$ cat src/snake_macros.svh
`ifndef SNAKE_MACROS_SVH
`define SNAKE_MACROS_SVH

// snake size in segments
`define SNAKE_MAX_LEN   20
`define SNAKE_INIT_LEN  5

// playfield in signed cells, a head outside dies
`define FIELD_X_MIN     (-12)
`define FIELD_X_MAX     12
`define FIELD_Y_MIN     (-9)
`define FIELD_Y_MAX     7

// central square, inside when both coords strictly within +-OBST_HALF
`define OBST_HALF       2

// cycles between steps per speed select
`define STEP_PERIOD_0   24
`define STEP_PERIOD_1   16
`define STEP_PERIOD_2   12
`define STEP_PERIOD_3   8

`define FOOD_START_X    6
`define FOOD_START_Y    (-3)

`define LFSR_SEED       16'hace1

`endif

$ cat src/snake_pkg.sv
`default_nettype none
`include "snake_macros.svh"

package snake_pkg;

    typedef logic signed [5:0] coord_t;

    typedef struct packed {
        coord_t x;
        coord_t y;
    } cell_t;

    typedef struct packed {
        logic left;
        logic right;
        logic up;
        logic down;
    } buttons_t;

    typedef enum logic [1:0] {
        HEAD_RIGHT,
        HEAD_LEFT,
        HEAD_UP,
        HEAD_DOWN
    } heading_t;

    typedef enum logic [1:0] {
        IDLE,
        PLAY,
        MOVE,
        OVER
    } phase_t;

    typedef cell_t [`SNAKE_MAX_LEN-1:0] body_t;   // index 0 is the head
    typedef logic [4:0] len_t;
    typedef logic [1:0] speed_t;

    function automatic logic out_of_field(cell_t c);
        return (c.x < `FIELD_X_MIN) || (c.x > `FIELD_X_MAX) ||
               (c.y < `FIELD_Y_MIN) || (c.y > `FIELD_Y_MAX);
    endfunction

    function automatic logic in_obstacle(cell_t c);
        return (c.x > -`OBST_HALF) && (c.x < `OBST_HALF) &&
               (c.y > -`OBST_HALF) && (c.y < `OBST_HALF);
    endfunction

    // match against active segments first..len-1
    function automatic logic hits_body(cell_t c, body_t b, len_t len, int first);
        logic hit;
        hit = 1'b0;
        for (int i = 0; i < `SNAKE_MAX_LEN; i++) begin
            if (i >= first && i < int'(len) && b[i] == c) begin
                hit = 1'b1;
            end
        end
        return hit;
    endfunction

endpackage

`default_nettype wire

$ cat src/step_timer.sv
`timescale 1ns/1ns
`default_nettype none
`include "snake_macros.svh"

module step_timer import snake_pkg::*; (
    input  logic   CLK,
    input  logic   RESET,
    input  speed_t speed,
    input  logic   pause,
    output logic   step
);

    logic [4:0] cnt;
    logic [4:0] period;

    always_comb begin
        case (speed)
            2'd0:    period = 5'(`STEP_PERIOD_0);
            2'd1:    period = 5'(`STEP_PERIOD_1);
            2'd2:    period = 5'(`STEP_PERIOD_2);
            default: period = 5'(`STEP_PERIOD_3);
        endcase
    end

    // one pulse every period+1 cycles
    always_ff @(posedge CLK) begin
        if (RESET || pause) begin
            cnt  <= '0;
            step <= 1'b0;
        end else if (cnt >= period) begin
            cnt  <= '0;
            step <= 1'b1;
        end else begin
            cnt  <= cnt + 5'd1;
            step <= 1'b0;
        end
    end

endmodule

`default_nettype wire

$ cat src/direction_fsm.sv
`timescale 1ns/1ns
`default_nettype none

module direction_fsm import snake_pkg::*; (
    input  logic     CLK,
    input  logic     RESET,
    input  logic     step,
    input  logic     dead,
    input  buttons_t buttons,
    output phase_t   phase,
    output heading_t heading
);

    heading_t turn;
    logic     any_press;

    assign any_press = |buttons;

    // right angles only, reversal is dropped
    always_comb begin
        turn = heading;
        case (heading)
            HEAD_RIGHT, HEAD_LEFT: begin
                if (buttons.up) begin
                    turn = HEAD_UP;
                end else if (buttons.down) begin
                    turn = HEAD_DOWN;
                end
            end
            default: begin
                if (buttons.left) begin
                    turn = HEAD_LEFT;
                end else if (buttons.right) begin
                    turn = HEAD_RIGHT;
                end
            end
        endcase
    end

    always_ff @(posedge CLK) begin
        if (RESET) begin
            phase   <= IDLE;
            heading <= HEAD_RIGHT;
        end else begin
            case (phase)
                IDLE: begin
                    if (any_press) begin
                        phase <= PLAY;
                    end
                end
                PLAY: begin
                    if (dead) begin
                        phase <= OVER;
                    end else begin
                        if (step) begin
                            phase <= MOVE;
                        end
                        // snake faces right here, so left also means right
                        if (buttons.left || buttons.right) begin
                            heading <= HEAD_RIGHT;
                        end else if (buttons.up) begin
                            heading <= HEAD_UP;
                        end else if (buttons.down) begin
                            heading <= HEAD_DOWN;
                        end
                    end
                end
                MOVE: begin
                    if (dead) begin
                        phase <= OVER;
                    end else begin
                        heading <= turn;
                    end
                end
                default: ;   // OVER until reset
            endcase
        end
    end

endmodule

`default_nettype wire

$ cat src/snake_body.sv
`timescale 1ns/1ns
`default_nettype none
`include "snake_macros.svh"

module snake_body import snake_pkg::*; (
    input  logic     CLK,
    input  logic     RESET,
    input  logic     step,
    input  logic     grow,
    input  phase_t   phase,
    input  heading_t heading,
    output cell_t    head,
    output body_t    body,
    output len_t     length
);

    localparam int START_Y = -3;
    localparam int TAIL0   = `SNAKE_INIT_LEN - 1;

    cell_t next_head;

    assign head = body[0];

    always_comb begin
        next_head = body[0];
        case (heading)
            HEAD_RIGHT: next_head.x = body[0].x + 6'sd1;
            HEAD_LEFT:  next_head.x = body[0].x - 6'sd1;
            HEAD_UP:    next_head.y = body[0].y + 6'sd1;
            default:    next_head.y = body[0].y - 6'sd1;
        endcase
    end

    always_ff @(posedge CLK) begin
        if (RESET) begin
            // head at x=4, rest trailing left to x=0
            for (int i = 0; i < `SNAKE_MAX_LEN; i++) begin
                body[i].x <= (i < `SNAKE_INIT_LEN) ? coord_t'(TAIL0 - i) : '0;
                body[i].y <= coord_t'(START_Y);
            end
        end else if (step && phase == MOVE) begin
            body[0] <= next_head;
            for (int i = 1; i < `SNAKE_MAX_LEN; i++) begin
                if (i <= TAIL0 || i < int'(length)) begin
                    body[i] <= body[i-1];
                end else begin
                    body[i] <= body[TAIL0];   // parked on the vacated tail cell
                end
            end
        end
    end

    always_ff @(posedge CLK) begin
        if (RESET) begin
            length <= len_t'(`SNAKE_INIT_LEN);
        end else if (grow && length < len_t'(`SNAKE_MAX_LEN)) begin
            length <= length + 5'd1;
        end
    end

endmodule

`default_nettype wire

$ cat src/collision_check.sv
`timescale 1ns/1ns
`default_nettype none

module collision_check import snake_pkg::*; (
    input  logic  CLK,
    input  logic  RESET,
    input  body_t body,
    input  len_t  length,
    output logic  dead
);

    cell_t hd;
    logic  hit_wall;
    logic  hit_obst;
    logic  hit_self;

    assign hd = body[0];

    always_comb begin
        hit_wall = out_of_field(hd);
        hit_obst = in_obstacle(hd);
        hit_self = hits_body(hd, body, length, 1);   // head itself excluded
    end

    always_ff @(posedge CLK) begin
        if (RESET) begin
            dead <= 1'b0;
        end else begin
            dead <= hit_wall || hit_obst || hit_self;
        end
    end

endmodule

`default_nettype wire

$ cat src/food_placer.sv
`timescale 1ns/1ns
`default_nettype none
`include "snake_macros.svh"

module food_placer import snake_pkg::*; (
    input  logic   CLK,
    input  logic   RESET,
    input  phase_t phase,
    input  body_t  body,
    input  len_t   length,
    output cell_t  food,
    output logic   grow
);

    localparam int FIELD_W = `FIELD_X_MAX - `FIELD_X_MIN + 1;
    localparam int FIELD_H = `FIELD_Y_MAX - `FIELD_Y_MIN + 1;

    logic [15:0] lfsr;
    logic        lfsr_fb;
    cell_t       rnd_cell;
    logic        eat;
    logic        food_bad;

    // x^16 + x^14 + x^13 + x^11 + 1
    assign lfsr_fb = lfsr[15] ^ lfsr[13] ^ lfsr[12] ^ lfsr[10];

    // fold lfsr halves into the field
    always_comb begin
        rnd_cell.x = coord_t'(`FIELD_X_MIN + int'(lfsr[7:0]) % FIELD_W);
        rnd_cell.y = coord_t'(`FIELD_Y_MIN + int'(lfsr[15:8]) % FIELD_H);
    end

    always_comb begin
        eat      = (phase == MOVE) && (body[0] == food);
        food_bad = out_of_field(food) || in_obstacle(food) ||
                   hits_body(food, body, length, 0);
    end

    always_ff @(posedge CLK) begin
        if (RESET) begin
            lfsr <= `LFSR_SEED;
            grow <= 1'b0;
        end else begin
            lfsr <= {lfsr[14:0], lfsr_fb};
            grow <= eat;
        end
    end

    // retry each cycle until the cell is free
    always_ff @(posedge CLK) begin
        if (RESET) begin
            food.x <= coord_t'(`FOOD_START_X);
            food.y <= coord_t'(`FOOD_START_Y);
        end else if (eat || food_bad) begin
            food <= rnd_cell;
        end
    end

endmodule

`default_nettype wire

$ cat src/snake_game_top.sv
`timescale 1ns/1ns
`default_nettype none

module snake_game_top import snake_pkg::*; (
    input  logic     CLK,
    input  logic     RESET,
    input  buttons_t buttons,
    input  speed_t   speed,
    input  logic     pause,
    output phase_t   phase,
    output cell_t    head,
    output cell_t    food,
    output len_t     length,
    output logic     game_over
);

    logic     step;
    logic     dead;
    logic     grow;
    heading_t heading;
    body_t    body;

    assign game_over = (phase == OVER);

    step_timer u_step_timer (
        .CLK   (CLK),
        .RESET (RESET),
        .speed (speed),
        .pause (pause),
        .step  (step)
    );

    direction_fsm u_direction_fsm (
        .CLK     (CLK),
        .RESET   (RESET),
        .step    (step),
        .dead    (dead),
        .buttons (buttons),
        .phase   (phase),
        .heading (heading)
    );

    snake_body u_snake_body (
        .CLK     (CLK),
        .RESET   (RESET),
        .step    (step),
        .grow    (grow),
        .phase   (phase),
        .heading (heading),
        .head    (head),
        .body    (body),
        .length  (length)
    );

    collision_check u_collision_check (
        .CLK    (CLK),
        .RESET  (RESET),
        .body   (body),
        .length (length),
        .dead   (dead)
    );

    food_placer u_food_placer (
        .CLK    (CLK),
        .RESET  (RESET),
        .phase  (phase),
        .body   (body),
        .length (length),
        .food   (food),
        .grow   (grow)
    );

endmodule

`default_nettype wire

$ cat config.mk
export PLATFORM = sky130hd
export DESIGN_NAME = snake_game_top
export DESIGN_NICKNAME = d
export VERILOG_FILES = /design/src/snake_pkg.sv /design/src/step_timer.sv /design/src/direction_fsm.sv /design/src/snake_body.sv /design/src/collision_check.sv /design/src/food_placer.sv /design/src/snake_game_top.sv
export VERILOG_INCLUDE_DIRS = /design/src
export SDC_FILE = /design/constraint.sdc
export NUM_CORES = 1
export LEC_CHECK = 0
export BUFFER_PORTS_ARGS = -buffer_cell sky130_fd_sc_hd__buf_2
export CORE_ASPECT_RATIO = 1.5
export CORE_MARGIN = 1.5
export CORE_UTILIZATION = 25
export CTS_CLUSTER_DIAMETER = 150
export DETAILED_ROUTE_END_ITERATION = 16
export HOLD_SLACK_MARGIN = 0.1
export MAX_ROUTING_LAYER = met4
export PLACE_DENSITY_LB_ADDON = 0.1
export REMOVE_ABC_BUFFERS = 1
export SYNTH_ARGS = -nofsm -noshare
export SYNTH_HDL_FRONTEND = slang
export SYNTH_SLANG_ARGS = --single-unit
$ cat constraint.sdc
create_clock -name CLK -period 17.1 [get_ports CLK]
set_clock_uncertainty 0.2 [all_clocks]
set_input_delay 3.42 -clock CLK [delete_from_list [all_inputs] [get_ports CLK]]
set_output_delay 3.42 -clock CLK [all_outputs]
set_load 0.03 [all_outputs]
---- Word-level counts from Yosys, hierarchy flattened ----
Cells that the tools add are included.
Widths: inputs -> output; s select.
cells by class
  add/subtract/negate cells ............... 8
  div/mod/pow operators ................... 2
  order comparisons ....................... 38
  equality and inequality tests ........... 52
  muxes and demuxes ....................... 71
  bitwise logic cells ..................... 4
  reductions and logical operators ........ 74
operators with widths
  operator              number
  $eq 12x12->1          39
  $mux 12               14
  $mod 9x6->32 const B  2
  $logic_and 1x1->1     48
  $lt 4x5->1 const A    8
  $mux 1                40
  $gt 6x2->1 const B    4
  $lt 6x3->1 const B    4
  $lt 6x5->1 const B    4
  $mux 2                12
  $pmux 6 s2            2
  $lt 3x5->1 const A    4
  $lt 5x5->1 const A    4
  $pmux 5 s3            1
  $logic_or 1x1->1      13
  $add 5x6->6 const A   2
  $add 6x2->6 const B   2
  $gt 6x4->1 const B    2
  $gt 6x5->1 const B    2
  $sub 6x2->6 const B   2
  $add 5x1->5 const B   2
  $lt 1x5->1 const A    2
  $lt 2x5->1 const A    2
  $eq 2x2->1 const B    4
  18 further kinds      30
storage, ports and cells
  register bits ........................... 285
  output and inout bits ................... 32
  word-level logic and storage cells ...... 299

---- Depth between registers and ports, before layout ----
  depth in word-level cells ............... 24
  mapped depth ............................ 28

---- Hierarchy ----
Synthesis repeated with hierarchy kept, for this count alone.
second synthesis, totals
  cell total of the unflattened synthesis .. 2393
  area, all modules ....................... 20313.2 um^2
modules (own cells, without submodules)
  module           instances  cells an instance  area an instance (um^2)  sequential area each (um^2)
  snake_body       1          1172               10669.0                  4904.7
  food_placer      1          759                5850.6                   580.6
  collision_check  1          388                3156.8                   20.0
  step_timer       1          35                 316.6                    120.1
  direction_fsm    1          38                 314.1                    80.1
  snake_game_top   1          1                  6.3                      0.0

---- Least setup slack after synthesis ----
No wires, ideal clock.
  path kind ............................... flip-flop to flip-flop
  start ................................... register u_food_placer.lfsr[4]
  end ..................................... register u_food_placer.food[10] (netlist name)
  arrival ................................. 5544 ps
  slack ................................... 11229 ps
  stages on the path, launching flop included .. 29
  period minus slack after synthesis ...... 5871 ps
  path through ............................ dfxtp_1 buf_2 inv_1 ha_1 or3_1 buf_2 and2_1 ha_1 nor2b_1 a41oi_2 and3_1 a21oi_1 ha_1 and3b_1 o21ai_0 nand3_2 o21ai_0 o211a_4 xnor2_1 ha_1 inv_1 o32ai_4 nand2_2 nand2_1 xnor2_1 ha_1 xnor3_1 mux2i_1 nor2_1
on the way
  longest elaborated chain between the ends .. 2
ends and longest elaborated chain
  what                          RTL line           text
  start, declared               food_placer.sv:18  logic [15:0] lfsr;
  start signal, assigned        food_placer.sv:41  lfsr <= `LFSR_SEED;
  start signal, assigned        food_placer.sv:44  lfsr <= {lfsr[14:0], lfsr_fb};
  $mod 9x6->32                  food_placer.sv:29  rnd_cell.x = coord_t'(`FIELD_X_MIN + int'(lfsr[7:0]) % FIELD_W);
  $add 5x6->6 (no source line)  n/a
No other way between the ends.
A chain may end at the register's enable or synchronous reset.

---- Worst setup path after layout ----
  start ................................... register u_food_placer.lfsr[4]
  end ..................................... register u_food_placer.food[10] (netlist name)
on the way
  longest elaborated chain between the ends .. 2
ends and longest elaborated chain
  what                          RTL line
  $mod 9x6->32                  food_placer.sv:29
  $add 5x6->6 (no source line)  n/a
No other way between the ends.

==> flow_metrics.py <==
metrics = {
    "run_status": {
        "status": "finished with violations",
        "violations": "DRC",
    },
    "placement": {
        "gp_congestion": 0.851,
        "numPortBuffers": 40,
        "place_area_um2": 21100,
        "place_hpwl_um": 56800,
    },
    "critical_path": {
        "max_stage_delay_ns": 0.58,
        "worstSetupPathType": "reg -> reg",
        "worst_setup_path_start_kind": "register",
        "slowest_stage": "dfxtp_1",
        "crit_top_cell": "ha_1",
        "cp.arrival_ns": 7.06,
        "crit_required_ns": 17.33,
        "cp-end-kind": "register",
        "critical_path.max_fanout": 12,
    },
    "cells_and_area": {
        "final_common_cell": "xnor2_1",
        "design_area_um2": 22300,
        "nNetsFinal": 2366,
        "antenna_cells": 0,
        "area_growth_pct": 11.3,
        "final_cell_mix": "387 x xnor2_1, 266 x nand2_1, 260 x dfxtp_1, 157 x nor2_1, 157 x mux2i_1",
        "drive_gt1_share_pct": 10.7,
    },
    "hold_path": {
        "hold_path.class": "reg -> reg",
    },
    "sta": {
        "fin_crit_sh_pct": 39.9,
        "setup_tns_ns": 0,
        "min_period_ns": 6.83,
        "max_freq_ghz": 0.146,
        "hold_viol": 0,
        "rsz0062_at_grt": "no",
        "setup_violations": 0,
        "worst_pin_slew_ns": 1.16,
        "maxSlewHeadroom_pct": 22.1,
        "drv_slew": 0,
    },
    "pwr": {
        "ir_worst_vdd_mv": 0.0701,
        "p_per_area_nw_per_um2": 106,
        "power.leakage_uw": 0.00872,
    },
    "global_route": {
        "grt_first_pass_wirelength_um": 127000,
        "gr-usage-all-layers_pct": 21.8,
        "grt-ovfl-total": 0,
        "antenna_found_initial": 0,
        "grt_max_degree": 95,
        "grt_pass1_vias": 17800,
    },
    "floorplanning": {
        "core-area_um2": 79800,
        "num_rows": 127,
        "io_pins": 41,
        "initial_core_util_pct": 25.1,
        "die_y_um": 350,
        "dieWidth_um": 234,
        "dieArea_um2": 82000,
    },
    "clock_network": {
        "clk_latency_ns": 0.58,
        "cts_sinks": 285,
        "cts_setup_buffers": 0,
        "cts_root_buffer": "clkbuf_16",
        "ctsHtreeMaxLevel": 2,
        "cts_buffers": 36,
        "hold_buffers": 0,
        "clkTransAtPathRegs_ns": 0.06,
        "tritoncts": "yes",
        "cts_buffer_depth": 3,
        "cts_resized": 0,
    },
    "detailed_routing": {
        "viasPerCell": 5.19,
        "vias": 17600,
        "drc": 3,
        "finalWirelength_um": 87200,
        "ant_nets": 0,
        "dr.pass1.iters": 13,
        "drt_iter0_markers": 1142,
        "routedWlPerCell_um": 25.8,
    },
    "logic_synthesis": {
        "yosys_warnings": 0,
        "yosysUniqueCellTypes": 105,
        "netlist_instances": 2418,
        "async_flop_share_pct": 0,
        "synth_seq_cells": 285,
        "syn_area_per_cell_um2": 8.29,
        "syn_area_um2": 20100,
        "synth_ff_type": "dfxtp_1",
        "synth_enable_flop_cells": 0,
        "synth_largest_area_cell": "dfxtp_1",
        "yosysTopAreaCellShare_pct": 28.4,
        "ys_top_cells_by_area": "dfxtp_1 28%, xnor2_1 17%, mux2i_1 7.8%, xor2_1 5.3%, nand2_1 5.0%",
        "ys_seq_area_share_pct": 28.4,
    },
    "job": {
        "drv_cap": 0,
    },
}
worst max-delay path, delay by kind of cell, from the launching register on:
kind / cells / cell delay (ns)
AOI/OAI and AO/OA: 6 / 1.63
and+or+nand+nor: 9 / 1.87
DFF: 1 / 0.58
adders and majority gates: 5 / 1.26
muxes: 1 / 0.14
buffers and inverters: 2 / 0.22
xor gates and xnor gates: 3 / 0.80
power breakdown:
group          switching, µW  internal, µW
clock                    332           464
combinational            526           310
sequential              43.1           690
total                    901          1460
logic make-up (layout without fill, tap and decap cells):
| group | count (synthesis) | count (layout) | share of synthesized area [%] |
|---|---|---|---|
| multiplexers | 159 | 159 | 7.96 |
| adder cells (fa/ha/maj) | 34 | 34 | 2.19 |
| AND/OR/NAND/NOR | 736 | 736 | 17.8 |
| flip-flops | 285 | 285 | 28.4 |
| AO/OA/AOI/OAI | 426 | 426 | 15.8 |
| buffers and inverters | 267 | 198 | 5.42 |
| XOR/XNOR | 511 | 511 | 22.4 |
registers in the layout (all words and copies together) (netlist names):
name                     count
u_snake_body.body          240
u_food_placer.lfsr          16
u_food_placer.food          12
u_snake_body.length          5
u_step_timer.cnt             5
u_direction_fsm.heading      2
u_direction_fsm.phase        2
u_collision_check.dead       1
u_food_placer.grow           1
u_step_timer.step            1
cell type report:
| cell class | instances | area, µm² |
|---|---|---|
| fillers | 8660 | 57500 |
| clock buffers | 51 | 1070 |
| well taps | 1032 | 1290 |
| multi-input cells | 1866 | 13300 |
| inverters | 33 | 126 |
| repair buffers | 102 | 672 |
| flip-flops and latches | 285 | 5740 |
| clock inverters | 12 | 113 |
per-stage QoR:
step / std cells / util [%] / hold WS (ns) / total power [µW] / setup slack [ns]
after global placement: 3318 / 26.5 / 0.247 / 1590 / 10.38
final: 3381 / 28.0 / 0.266 / 2370 / 10.27
after CTS: 3381 / 28.0 / 0.272 / 2400 / 10.27
after detailed placement: 3318 / 26.5 / 0.258 / 1590 / 10.31
after floorplan: 2184 / - / 0.230 / 1300 / 5.47
after global routing: 3381 / 28.0 / 0.293 / 2480 / 9.75
path summary, 6_finish.rpt:
| kind | cells after the start | startpoint | slack [ns] | end |
|---|---|---|---|---|
| max | 26 | u_food_placer.lfsr[4] | 10.27 | u_food_placer.food[10] |
| max reg2reg | 26 | u_food_placer.lfsr[4] | 10.27 | u_food_placer.food[10] |
| min | 1 | u_step_timer.cnt[0] | 0.27 | u_step_timer.cnt[0] |
| min reg2reg | 1 | u_step_timer.cnt[0] | 0.27 | u_step_timer.cnt[0] |
layer usage:
metal  wire [µm]  vias up  GRT usage (%)
met3        2830      147           2.57
met2       45900      370           39.8
met4        3170        0           7.52
met1       35300     8730           24.2
li1            -     8304              -
met5           0        -              -
cells in the mapped netlist (5+ instances only):
master and n:
xnor2_1 387, dfxtp_1 285, nand2_1 267, nor2_1 158
mux2i_1 157, clkbuf_1 153, xor2_1 122, nand4_1 104
a211oi_1 93, a21oi_1 77, o211ai_1 75, nor4_1 59
nand3_1 53, buf_1 51, o21ai_0 36, inv_1 32
ha_1 31, nor3_1 26, a311oi_1 16, buf_2 14
buf_4 14, a21o_1 12, o311ai_0 10, a31oi_1 9
or2_2 9, nor2b_1 8, nand2b_1 7, o21ai_1 7
o31ai_1 7, o211a_1 6, o21a_1 6, o41ai_1 5
Note: power is estimated with default switching activity, not from simulation.
